File: config.mk
export PLATFORM = sky130hd
export DESIGN_NAME = gfx_core
export DESIGN_NICKNAME = d
export VERILOG_FILES = /design/src/rtl/gfx_pkg.sv /design/src/rtl/render_cfg_if.sv /design/src/rtl/scan_if.sv /design/src/rtl/gfx_core.sv /design/src/rtl/pixel_renderer.sv /design/src/rtl/host_regs.sv /design/src/rtl/display_timing.sv
export VERILOG_INCLUDE_DIRS = /design/src /design/src/rtl
export SDC_FILE = /design/constraint.sdc
export NUM_CORES = 2
export LEC_CHECK = 0
export BUFFER_PORTS_ARGS = -buffer_cell sky130_fd_sc_hd__buf_2
export CORE_UTILIZATION = 35
export CTS_BUF_LIST = sky130_fd_sc_hd__clkbuf_4 sky130_fd_sc_hd__clkbuf_8
export CTS_CLUSTER_DIAMETER = 50
export DETAILED_ROUTE_END_ITERATION = 16
export GPL_ROUTABILITY_DRIVEN = 0
export GPL_TIMING_DRIVEN = 1
export PLACE_DENSITY = 0.52
export SLEW_MARGIN = 15
export SYNTH_ARGS = -nofsm -noshare
export SYNTH_HDL_FRONTEND = slang
export SYNTH_SLANG_ARGS = --single-unit
File: constraint.sdc
create_clock -name clk -period 13 [get_ports clk]
set_input_delay 1.3 -clock clk [delete_from_list [all_inputs] [get_ports clk]]
set_output_delay 1.3 -clock clk [all_outputs]
set_load 0.01 [all_outputs]
File: src/rtl/gfx_cfg.svh
// Configuration macros for the display controller
// Bus widths, raster timing, memory map and fixed register values
`ifndef GFX_CFG_SVH
`define GFX_CFG_SVH

// Host bus
`define GFX_ADDR_W          16
`define GFX_DATA_W          16

// Pixel colour and scan counters
`define GFX_RGB_W           18
`define GFX_POS_W           10

// Horizontal timing in clocks, 48 per line
`define GFX_H_VISIBLE       32
`define GFX_H_FRONT         4
`define GFX_H_SYNC          6
`define GFX_H_BACK          6

// Vertical timing in lines, 32 per frame
`define GFX_V_VISIBLE       24
`define GFX_V_FRONT         2
`define GFX_V_SYNC          2
`define GFX_V_BACK          4

// Syncs are active low
`define GFX_SYNC_ACTIVE     1'b0

// Memory map
`define GFX_REG_BASE        16'h0000
`define GFX_NUM_REGS        16
`define GFX_PAL_BASE        16'h0100
`define GFX_PAL_WORDS       256
`define GFX_PAL_ENTRIES     128
`define GFX_PAL_IDX_W       7

// Fixed read values
`define GFX_ID_VALUE        16'h6c43
`define GFX_UNMAPPED_VALUE  16'hdead

`define GFX_RENDER_LATENCY  2

`endif
File: src/rtl/gfx_pkg.sv
// Shared types of the display controller
// Register index enum and the scan phase enum

package gfx_pkg;

  // Main register window, one 16-bit word per index
  typedef enum logic [3:0] {
    REG_ID         = 4'd0,
    REG_CTRL       = 4'd1,   // bit 0 display enable
    REG_BG_INDEX   = 4'd2,
    REG_RECT_X     = 4'd3,
    REG_RECT_Y     = 4'd4,
    REG_RECT_W     = 4'd5,
    REG_RECT_H     = 4'd6,
    REG_RECT_INDEX = 4'd7,
    REG_STATUS     = 4'd8    // bit 0 h blank, bit 1 v blank
  } reg_index_e;

  // Phase of one scan axis, in scan order
  typedef enum logic [1:0] {
    PH_VISIBLE = 2'd0,
    PH_FRONT   = 2'd1,
    PH_SYNC    = 2'd2,
    PH_BACK    = 2'd3
  } scan_phase_e;

endpackage

File: src/rtl/render_cfg_if.sv
// Register values and palette read port
// Between the host block and the pixel renderer
`timescale 1ns/1ps
`include "gfx_cfg.svh"

interface render_cfg_if;

  logic                      display_en;
  logic [`GFX_PAL_IDX_W-1:0] bg_index;
  logic [`GFX_DATA_W-1:0]    rect_x;
  logic [`GFX_DATA_W-1:0]    rect_y;
  logic [`GFX_DATA_W-1:0]    rect_w;
  logic [`GFX_DATA_W-1:0]    rect_h;
  logic [`GFX_PAL_IDX_W-1:0] rect_index;

  // Synchronous palette read, colour follows address by one clock
  logic [`GFX_PAL_IDX_W-1:0] pal_addr;
  logic [`GFX_RGB_W-1:0]     pal_color;

  modport host (
    output display_en, bg_index, rect_x, rect_y, rect_w, rect_h, rect_index,
    output pal_color,
    input  pal_addr
  );

  modport render (
    input  display_en, bg_index, rect_x, rect_y, rect_w, rect_h, rect_index,
    input  pal_color,
    output pal_addr
  );

endinterface

File: src/rtl/scan_if.sv
// Scan position and sync levels
// Driven by the timing generator, read by the renderer
`timescale 1ns/1ps
`include "gfx_cfg.svh"

interface scan_if;

  logic [`GFX_POS_W-1:0] hpos;
  logic [`GFX_POS_W-1:0] vpos;
  logic                  hsync;
  logic                  vsync;
  // High inside the 32x24 active area
  logic                  visible;

  modport timing (
    output hpos, vpos, hsync, vsync, visible
  );

  modport render (
    input hpos, vpos, hsync, vsync, visible
  );

endinterface

File: src/rtl/gfx_core.sv
// Display controller top level
// Host bus and VGA output as plain ports around timing, host and renderer
`timescale 1ns/1ps
`include "gfx_cfg.svh"

module gfx_core (
  input  logic                   clk,
  input  logic                   rst,
  input  logic                   mpu_en,
  input  logic                   mpu_rd,
  input  logic                   mpu_wr,
  input  logic [1:0]             mpu_be,
  input  logic [`GFX_ADDR_W-1:0] mpu_addr,
  input  logic [`GFX_DATA_W-1:0] mpu_wdata,
  output logic [`GFX_DATA_W-1:0] mpu_rdata,
  output logic                   vga_hsync,
  output logic                   vga_vsync,
  output logic [`GFX_RGB_W-1:0]  vga_rgb
);

  // Blank flags for the status register
  logic h_blank;
  logic v_blank;

  scan_if       scan ();
  render_cfg_if cfg ();

  display_timing i_display_timing (
    .clk     (clk),
    .rst     (rst),
    .scan    (scan.timing),
    .h_blank (h_blank),
    .v_blank (v_blank)
  );

  host_regs i_host_regs (
    .clk       (clk),
    .rst       (rst),
    .mpu_en    (mpu_en),
    .mpu_rd    (mpu_rd),
    .mpu_wr    (mpu_wr),
    .mpu_be    (mpu_be),
    .mpu_addr  (mpu_addr),
    .mpu_wdata (mpu_wdata),
    .mpu_rdata (mpu_rdata),
    .h_blank   (h_blank),
    .v_blank   (v_blank),
    .cfg       (cfg.host)
  );

  pixel_renderer i_pixel_renderer (
    .clk       (clk),
    .rst       (rst),
    .scan      (scan.render),
    .cfg       (cfg.render),
    .vga_hsync (vga_hsync),
    .vga_vsync (vga_vsync),
    .vga_rgb   (vga_rgb)
  );

endmodule

File: src/rtl/pixel_renderer.sv
// Pixel renderer
// Rectangle test, palette lookup and two-stage sync alignment
`timescale 1ns/1ps
`include "gfx_cfg.svh"

module pixel_renderer (
  input  logic                  clk,
  input  logic                  rst,
  scan_if.render                scan,
  render_cfg_if.render          cfg,
  output logic                  vga_hsync,
  output logic                  vga_vsync,
  output logic [`GFX_RGB_W-1:0] vga_rgb
);

  logic [`GFX_DATA_W:0] x_pos;
  logic [`GFX_DATA_W:0] y_pos;
  logic [`GFX_DATA_W:0] x_end;
  logic [`GFX_DATA_W:0] y_end;
  logic                 in_rect;
  logic                 show_q;
  logic                 hsync_q;
  logic                 vsync_q;

  // Widen so rect_x + rect_w cannot wrap
  assign x_pos = {{(`GFX_DATA_W+1-`GFX_POS_W){1'b0}}, scan.hpos};
  assign y_pos = {{(`GFX_DATA_W+1-`GFX_POS_W){1'b0}}, scan.vpos};
  assign x_end = {1'b0, cfg.rect_x} + {1'b0, cfg.rect_w};
  assign y_end = {1'b0, cfg.rect_y} + {1'b0, cfg.rect_h};

  // Stage 1, end-exclusive rectangle on both axes
  assign in_rect = (x_pos >= {1'b0, cfg.rect_x}) && (x_pos < x_end) &&
                   (y_pos >= {1'b0, cfg.rect_y}) && (y_pos < y_end);

  assign cfg.pal_addr = in_rect ? cfg.rect_index : cfg.bg_index;

  always_ff @(posedge clk) begin
    if (rst) begin
      show_q    <= 1'b0;
      hsync_q   <= ~`GFX_SYNC_ACTIVE;
      vsync_q   <= ~`GFX_SYNC_ACTIVE;
      vga_hsync <= ~`GFX_SYNC_ACTIVE;
      vga_vsync <= ~`GFX_SYNC_ACTIVE;
      vga_rgb   <= '0;
    end else begin
      show_q    <= scan.visible && cfg.display_en;
      hsync_q   <= scan.hsync;
      vsync_q   <= scan.vsync;
      // Stage 2, palette colour is ready now
      vga_hsync <= hsync_q;
      vga_vsync <= vsync_q;
      vga_rgb   <= show_q ? cfg.pal_color : '0;
    end
  end

endmodule

File: src/rtl/host_regs.sv
// Host access block
// Address decode, register file, palette RAM and registered read mux
`timescale 1ns/1ps
`include "gfx_cfg.svh"

module host_regs import gfx_pkg::*; (
  input  logic                   clk,
  input  logic                   rst,
  input  logic                   mpu_en,
  input  logic                   mpu_rd,
  input  logic                   mpu_wr,
  input  logic [1:0]             mpu_be,
  input  logic [`GFX_ADDR_W-1:0] mpu_addr,
  input  logic [`GFX_DATA_W-1:0] mpu_wdata,
  output logic [`GFX_DATA_W-1:0] mpu_rdata,
  input  logic                   h_blank,
  input  logic                   v_blank,
  render_cfg_if.host             cfg
);

  localparam int FIRST_RW = REG_CTRL;
  localparam int LAST_RW  = REG_RECT_INDEX;
  localparam int HI_W     = `GFX_RGB_W - `GFX_DATA_W;

  logic [`GFX_ADDR_W-1:0]    reg_off;
  logic [`GFX_ADDR_W-1:0]    pal_off;
  logic                      reg_sel;
  logic                      pal_sel;
  reg_index_e                reg_idx;
  logic                      reg_rw;
  logic [`GFX_PAL_IDX_W-1:0] pal_entry;
  logic [`GFX_DATA_W-1:0]    regs_q [FIRST_RW:LAST_RW];
  logic [`GFX_RGB_W-1:0]     pal_mem [`GFX_PAL_ENTRIES];
  logic [`GFX_RGB_W-1:0]     pal_word;
  logic [`GFX_RGB_W-1:0]     pal_color_q;
  logic [`GFX_DATA_W-1:0]    reg_rdata;
  logic [`GFX_DATA_W-1:0]    rdata;

  // Window decode, offsets wrap so one compare covers each window
  assign reg_off   = mpu_addr - `GFX_REG_BASE;
  assign pal_off   = mpu_addr - `GFX_PAL_BASE;
  assign reg_sel   = (reg_off < `GFX_NUM_REGS);
  assign pal_sel   = (pal_off < `GFX_PAL_WORDS);
  assign reg_idx   = reg_index_e'(reg_off[3:0]);
  assign reg_rw    = (int'(reg_idx) >= FIRST_RW) && (int'(reg_idx) <= LAST_RW);
  assign pal_entry = pal_off[`GFX_PAL_IDX_W:1];

  always_ff @(posedge clk) begin
    if (rst) begin
      for (int i = FIRST_RW; i <= LAST_RW; i++) begin
        regs_q[i] <= '0;
      end
    end else if (mpu_en && mpu_wr && reg_sel && reg_rw) begin
      if (mpu_be[0]) regs_q[reg_idx][7:0]  <= mpu_wdata[7:0];
      if (mpu_be[1]) regs_q[reg_idx][15:8] <= mpu_wdata[15:8];
    end
  end

  // Even words hold colour bits 15:0, odd words bits 17:16
  always_ff @(posedge clk) begin
    if (mpu_en && mpu_wr && pal_sel) begin
      if (!pal_off[0]) begin
        if (mpu_be[0]) pal_mem[pal_entry][7:0]  <= mpu_wdata[7:0];
        if (mpu_be[1]) pal_mem[pal_entry][15:8] <= mpu_wdata[15:8];
      end else if (mpu_be[0]) begin
        pal_mem[pal_entry][`GFX_RGB_W-1:`GFX_DATA_W] <= mpu_wdata[HI_W-1:0];
      end
    end
    // Renderer port
    pal_color_q <= pal_mem[cfg.pal_addr];
  end

  assign pal_word = pal_mem[pal_entry];

  always_comb begin
    case (reg_idx)
      REG_ID:     reg_rdata = `GFX_ID_VALUE;
      REG_STATUS: reg_rdata = {{(`GFX_DATA_W-2){1'b0}}, v_blank, h_blank};
      REG_CTRL, REG_BG_INDEX, REG_RECT_X, REG_RECT_Y,
      REG_RECT_W, REG_RECT_H, REG_RECT_INDEX:
                  reg_rdata = regs_q[reg_idx];
      default:    reg_rdata = '0;
    endcase
  end

  always_comb begin
    if (reg_sel) begin
      rdata = reg_rdata;
    end else if (pal_sel) begin
      rdata = pal_off[0] ? {{(`GFX_DATA_W-HI_W){1'b0}}, pal_word[`GFX_RGB_W-1:`GFX_DATA_W]}
                         : pal_word[`GFX_DATA_W-1:0];
    end else begin
      rdata = `GFX_UNMAPPED_VALUE;
    end
  end

  // Read data is held for one clock only, zero otherwise
  always_ff @(posedge clk) begin
    if (rst) begin
      mpu_rdata <= '0;
    end else begin
      mpu_rdata <= (mpu_en && mpu_rd) ? rdata : '0;
    end
  end

  assign cfg.display_en = regs_q[REG_CTRL][0];
  assign cfg.bg_index   = regs_q[REG_BG_INDEX][`GFX_PAL_IDX_W-1:0];
  assign cfg.rect_x     = regs_q[REG_RECT_X];
  assign cfg.rect_y     = regs_q[REG_RECT_Y];
  assign cfg.rect_w     = regs_q[REG_RECT_W];
  assign cfg.rect_h     = regs_q[REG_RECT_H];
  assign cfg.rect_index = regs_q[REG_RECT_INDEX][`GFX_PAL_IDX_W-1:0];
  assign cfg.pal_color  = pal_color_q;

endmodule

File: src/rtl/display_timing.sv
// Display timing generator
// Horizontal and vertical counters with phase FSMs for sync and blank
`timescale 1ns/1ps
`include "gfx_cfg.svh"

module display_timing import gfx_pkg::*; (
  input  logic clk,
  input  logic rst,
  scan_if.timing scan,
  output logic h_blank,
  output logic v_blank
);

  localparam int H_TOTAL = `GFX_H_VISIBLE + `GFX_H_FRONT + `GFX_H_SYNC + `GFX_H_BACK;
  localparam int V_TOTAL = `GFX_V_VISIBLE + `GFX_V_FRONT + `GFX_V_SYNC + `GFX_V_BACK;

  logic [`GFX_POS_W-1:0] hpos_q;
  logic [`GFX_POS_W-1:0] vpos_q;
  scan_phase_e           h_phase;
  scan_phase_e           v_phase;
  logic                  h_last;
  logic                  v_last;

  // Phase steps on the last position of the current phase
  function automatic scan_phase_e next_phase(input scan_phase_e ph,
                                             input logic [`GFX_POS_W-1:0] pos,
                                             input int vis, input int front,
                                             input int sync, input int back);
    scan_phase_e nxt;
    nxt = ph;
    case (ph)
      PH_VISIBLE: if (int'(pos) == vis - 1) nxt = PH_FRONT;
      PH_FRONT:   if (int'(pos) == vis + front - 1) nxt = PH_SYNC;
      PH_SYNC:    if (int'(pos) == vis + front + sync - 1) nxt = PH_BACK;
      PH_BACK:    if (int'(pos) == vis + front + sync + back - 1) nxt = PH_VISIBLE;
      default:    nxt = PH_VISIBLE;
    endcase
    return nxt;
  endfunction

  assign h_last = (int'(hpos_q) == H_TOTAL - 1);
  assign v_last = (int'(vpos_q) == V_TOTAL - 1);

  always_ff @(posedge clk) begin
    if (rst) begin
      hpos_q  <= '0;
      vpos_q  <= '0;
      h_phase <= PH_VISIBLE;
      v_phase <= PH_VISIBLE;
    end else begin
      h_phase <= next_phase(h_phase, hpos_q, `GFX_H_VISIBLE, `GFX_H_FRONT,
                            `GFX_H_SYNC, `GFX_H_BACK);
      hpos_q  <= h_last ? '0 : hpos_q + 1'b1;
      // Vertical axis advances once per line
      if (h_last) begin
        v_phase <= next_phase(v_phase, vpos_q, `GFX_V_VISIBLE, `GFX_V_FRONT,
                              `GFX_V_SYNC, `GFX_V_BACK);
        vpos_q  <= v_last ? '0 : vpos_q + 1'b1;
      end
    end
  end

  assign scan.hpos    = hpos_q;
  assign scan.vpos    = vpos_q;
  assign scan.hsync   = (h_phase == PH_SYNC) ? `GFX_SYNC_ACTIVE : ~`GFX_SYNC_ACTIVE;
  assign scan.vsync   = (v_phase == PH_SYNC) ? `GFX_SYNC_ACTIVE : ~`GFX_SYNC_ACTIVE;
  assign scan.visible = (h_phase == PH_VISIBLE) && (v_phase == PH_VISIBLE);

  assign h_blank = (h_phase != PH_VISIBLE);
  assign v_blank = (v_phase != PH_VISIBLE);

endmodule

==> results.txt <==
----------------------------------------------------
[Status]
  Status ... complete, no violations

[Placement]
  Worst setup slack after placement ... 4.31 ns
  HPWL after detailed placement ... 342000 um
  Placement Cell Area ... between 100000 and 150000 um2
  Number of buffers inserted by port buffering ... 74

[Clock network]
  TritonCTS clock tree ... done
  Maximum level of the CTS H-tree ... 5
  # Post-CTS Setup Buffers ... 0
  Post-cts gate resize count ... 0
  Clock input transition at the sequential cells of the worst setup and hold paths ... 0.06 ns
  Buffer levels on the longest clock path ... 4
  Root buffer selected by CTS ... sky130_fd_sc_hd__clkbuf_8
  CTS Sinks ... 2497
  Hold-fix buffers at CTS ... 0
  Number of buffers added by the clock tree synthesis step ... 441
  Clock latency at the later pin of the worst-skew pair ... roughly 1.2 ns

[Detailed routing]
  Per-cell via count in the routed design ... 6.43
  Routed WL ... around 520000 um
  Via Count ... 88700
  Routed wire per std cell ... approximately 37 um
  DRT antenna net count ... 0
  TritonRoute pass-1 iters ... 6
  Number of design-rule violations left by the first detailed-router iteration ... 12800
  Number of remaining DRC errors ... 0

[Timing]
  Fin crit share ... 68.5%
  Final worst-path setup slack ... 4.10 ns
  Total negative slack for setup checks ... 0 ns
  Final setup violation count ... 0
  Worst Max-Slew Pin Slew ... between 1 and 1.5 ns
  Worst clock skew ... 0.138 ns
  Unrepaired setup endpoints after global routing ... no
  Final Hold Vio Count ... 0
  Final period demand of the worst path ... roughly 9 ns
  Max Fclk ... 112 MHz
  Max transition margin ... 4.66%
  Number of pins with negative max-slew slack in the final report ... 0

[Die]
  CORE AREA ... 347000 um2
  Die Span X ... 594 um
  Count of boundary I/O pins ... 75
  Vertical extent of the die ... between 500 and 600 um
  Area of the die ... 353000 um2
  Number of placement rows ... between 200 and 250
  Effective utilization at floorplan ... 35.3%

[Run]
  Max_cap viols ... 0

[Synth]
  Cell count after synthesis ... about 8700
  Fraction of registers with async set/reset ... 0%
  Main synth FF type ... sky130_fd_sc_hd__edfxtp_1
  Proportion of synthesized chip area in sequential cells ... ~60%
  Cells taking the most area after synthesis ... sky130_fd_sc_hd__edfxtp_1, sky130_fd_sc_hd__mux4_2, sky130_fd_sc_hd__mux2i_1
  Top cell type's share of synthesized area ... 59.2%
  Cell Area, Synth ... 123000 um2
  Synthesized area divided by synthesized cell count ... ~14 um2
  Cell taking the most area after synthesis ... sky130_fd_sc_hd__edfxtp_1
  Post-synthesis sequential element count ... 2497
  Syn. warnings ... 0
  Count of flip-flops with a built-in enable after synthesis ... around 2400
  Syn_nets ... 8773
  Number of distinct library cells after synthesis ... 95

[GRT]
  Vias in the first global route ... 85800
  GRT Total Usage ... 28.5%
  Remaining Overflow, GRT ... 0
  Maximum number of pins on one net before global-route repair ... ~150
  Global-route wire length before repair ... 708000 um
  Antenna violations before repair ... 54

[Critical path]
  R2R setup slack ... about 4.1 ns
  Category of the worst setup path launch point ... register
  Setup Crit Path Kind ... register to register
  Biggest fanout along the worst timing path ... 55
  Reg-to-reg critical path endpoint ... i_host_regs.cfg.pal_color[0]
  Worst flop-to-flop path startpoint ... i_host_regs.regs_q[3][0]
  Worst Path Arrival ... 9.94 ns
  Register-to-Register Path Depth ... 26
  CP required ... 14.03 ns
  Maximum single-stage delay on the critical path ... 1.00 ns
  Master of the slowest instance on the critical path ... sky130_fd_sc_hd__o31ai_1
  Kind of capture point of the worst setup path ... register
  Critical path launch point ... i_host_regs.regs_q[3][0]

[Cells and area]
  Most common cell after layout, fill and taps aside ... sky130_fd_sc_hd__edfxtp_1
  Area of all placed cells without fillers ... approximately 140000 um2
  Share of final-layout standard cells stronger than drive strength 1 ... 23.0%
  Net total in the final layout ... ~8900
  Highest-count cells in the layout ignoring fill and taps ... sky130_fd_sc_hd__edfxtp_1, sky130_fd_sc_hd__nand2_1, sky130_fd_sc_hd__mux4_2, sky130_fd_sc_hd__clkbuf_8, sky130_fd_sc_hd__nor2_1
  Relative area change from synthesis to final layout ... 12.8%

[Min path]
  Hold Crit Class ... register to register
  Worst hold path stage count ... 1
  Hold Crit Endpoint ... i_pixel_renderer.vga_vsync
  Hold path startpoint ... i_pixel_renderer.vsync_q

[Power]
  Worst VDD drop ... 91.7 uV
  P per Cell Area ... around 130 nW/um2
  Standby leakage power ... about 0.045 uW
  Power consumption ... approximately 18000 uW

----------------------------------------------------
==> worst max path at each step <==
stage                                          endpoint  slack (ns)
after global placement    i_host_regs.cfg.pal_color[15]        3.78
after detailed placement   i_host_regs.cfg.pal_color[0]        4.31
after floorplan           i_host_regs.cfg.pal_color[15]        7.32
final                      i_host_regs.cfg.pal_color[0]        4.10
after global routing       i_host_regs.cfg.pal_color[0]        3.82
after CTS                  i_host_regs.cfg.pal_color[0]        4.31
==> cell families after synthesis <==
group	synth area share, %
AOI/OAI and AO/OA	8.45
xor gates and xnor gates	0.250
adders and majority gates	0.870
buffers and inverters	2.62
DFF	60.5
muxes	17.4
and+or+nand+nor	9.86
==> sequential cells by signal, summed over array words and instances (netlist names) <==
| signal | cells |
|---|---|
| i_pixel_renderer.vga_vsync | 1 |
| i_host_regs.cfg.pal_color | 18 |
| i_host_regs.regs_q | 112 |
| i_display_timing.h_phase | 2 |
| i_pixel_renderer.vga_rgb | 18 |
| i_host_regs.mpu_rdata | 16 |
| i_pixel_renderer.hsync_q | 1 |
| i_display_timing.v_phase | 2 |
| i_display_timing.scan.hpos | 10 |
| i_host_regs.pal_mem | 2304 |
| i_display_timing.scan.vpos | 10 |
| i_pixel_renderer.vga_hsync | 1 |
| i_pixel_renderer.vsync_q | 1 |
| i_pixel_renderer.show_q | 1 |
==> synth_stat cells (15+ instances only) <==
cell                        instances
sky130_fd_sc_hd__a2111oi_0         26
sky130_fd_sc_hd__a211o_1           30
sky130_fd_sc_hd__a211oi_1         401
sky130_fd_sc_hd__a21boi_0          17
sky130_fd_sc_hd__a21o_1            20
sky130_fd_sc_hd__a21oi_1          199
sky130_fd_sc_hd__a221oi_1          28
sky130_fd_sc_hd__a22oi_1           29
sky130_fd_sc_hd__a311oi_1          15
sky130_fd_sc_hd__a31oi_1          107
sky130_fd_sc_hd__a32o_1            44
sky130_fd_sc_hd__a32oi_1           47
sky130_fd_sc_hd__and2_1           133
sky130_fd_sc_hd__and3_1           292
sky130_fd_sc_hd__and4_1            22
sky130_fd_sc_hd__buf_1            120
sky130_fd_sc_hd__buf_2            182
sky130_fd_sc_hd__buf_4             38
sky130_fd_sc_hd__clkbuf_1         357
sky130_fd_sc_hd__dfxtp_1           81
sky130_fd_sc_hd__edfxtp_1        2416
sky130_fd_sc_hd__ha_1              82
sky130_fd_sc_hd__inv_1             57
sky130_fd_sc_hd__mux2_2            46
sky130_fd_sc_hd__mux2i_1          400
sky130_fd_sc_hd__mux4_2           748
sky130_fd_sc_hd__nand2_1         1031
sky130_fd_sc_hd__nand2b_1          20
sky130_fd_sc_hd__nand3_1          322
sky130_fd_sc_hd__nand4_1           53
sky130_fd_sc_hd__nor2_1           532
sky130_fd_sc_hd__nor3_1            49
sky130_fd_sc_hd__nor3b_1           23
sky130_fd_sc_hd__nor4_1            36
sky130_fd_sc_hd__o2111ai_1         16
sky130_fd_sc_hd__o211ai_1          22
sky130_fd_sc_hd__o21ai_0          216
sky130_fd_sc_hd__o22ai_1          107
sky130_fd_sc_hd__o31ai_1           19
sky130_fd_sc_hd__or2_2             26
sky130_fd_sc_hd__or4_1             18
sky130_fd_sc_hd__xnor2_1           16
sky130_fd_sc_hd__xor2_1            19
==> worst max-delay path: cells and delay by family, from the launching register on <==
family                   cells  cell delay, ns
AO/OA/AOI/OAI               12            3.06
AND/OR/NAND/NOR              7            2.06
buffers and inverters        3            1.99
adder cells (fa/ha/maj)      3            1.01
flip-flops                   1            0.42
XOR/XNOR                     1            0.09
==> layout make-up <==
class / count / area (um2)
flip-flops and latches: 2497 / 74200
multi-input cells: 5398 / 45800
fillers: 31900 / 209000
clock inverters: 197 / 1460
clock buffers: 612 / 7520
repair buffers: 418 / 3320
well taps: 4578 / 5730
inverters: 57 / 214
diodes: 50 / 125
==> report_power, final <==
part / internal [uW] / switching, uW / total [uW]
Sequential: 8860 / 40.9 / 8900
Combinational: 547 / 1190 / 1730
Clock: 4060 / 3550 / 7610
==> layer usage <==
metal  vias up  track usage [%]  routed length, um
met5         -            0.108                745
met4        54             16.3              32800
met3      1457             8.42              60800
met2      6252             43.7             232000
met1     45900             35.8             190000
li1      35100                -                  -
==> metrics by stage <==
stage          utilization [%]  cells  hold slack, ns
2_1_floorplan                -   8650           0.389
3_3_place_gp              37.2  12900           0.397
3_5_place_dp              37.2  12900           0.396
4_1_cts                   39.8  13800           0.409
5_1_grt                   39.8  13800           0.420
6_report                  39.8  13800           0.407
No activity file was read; power rests on OpenSTA's default activity.
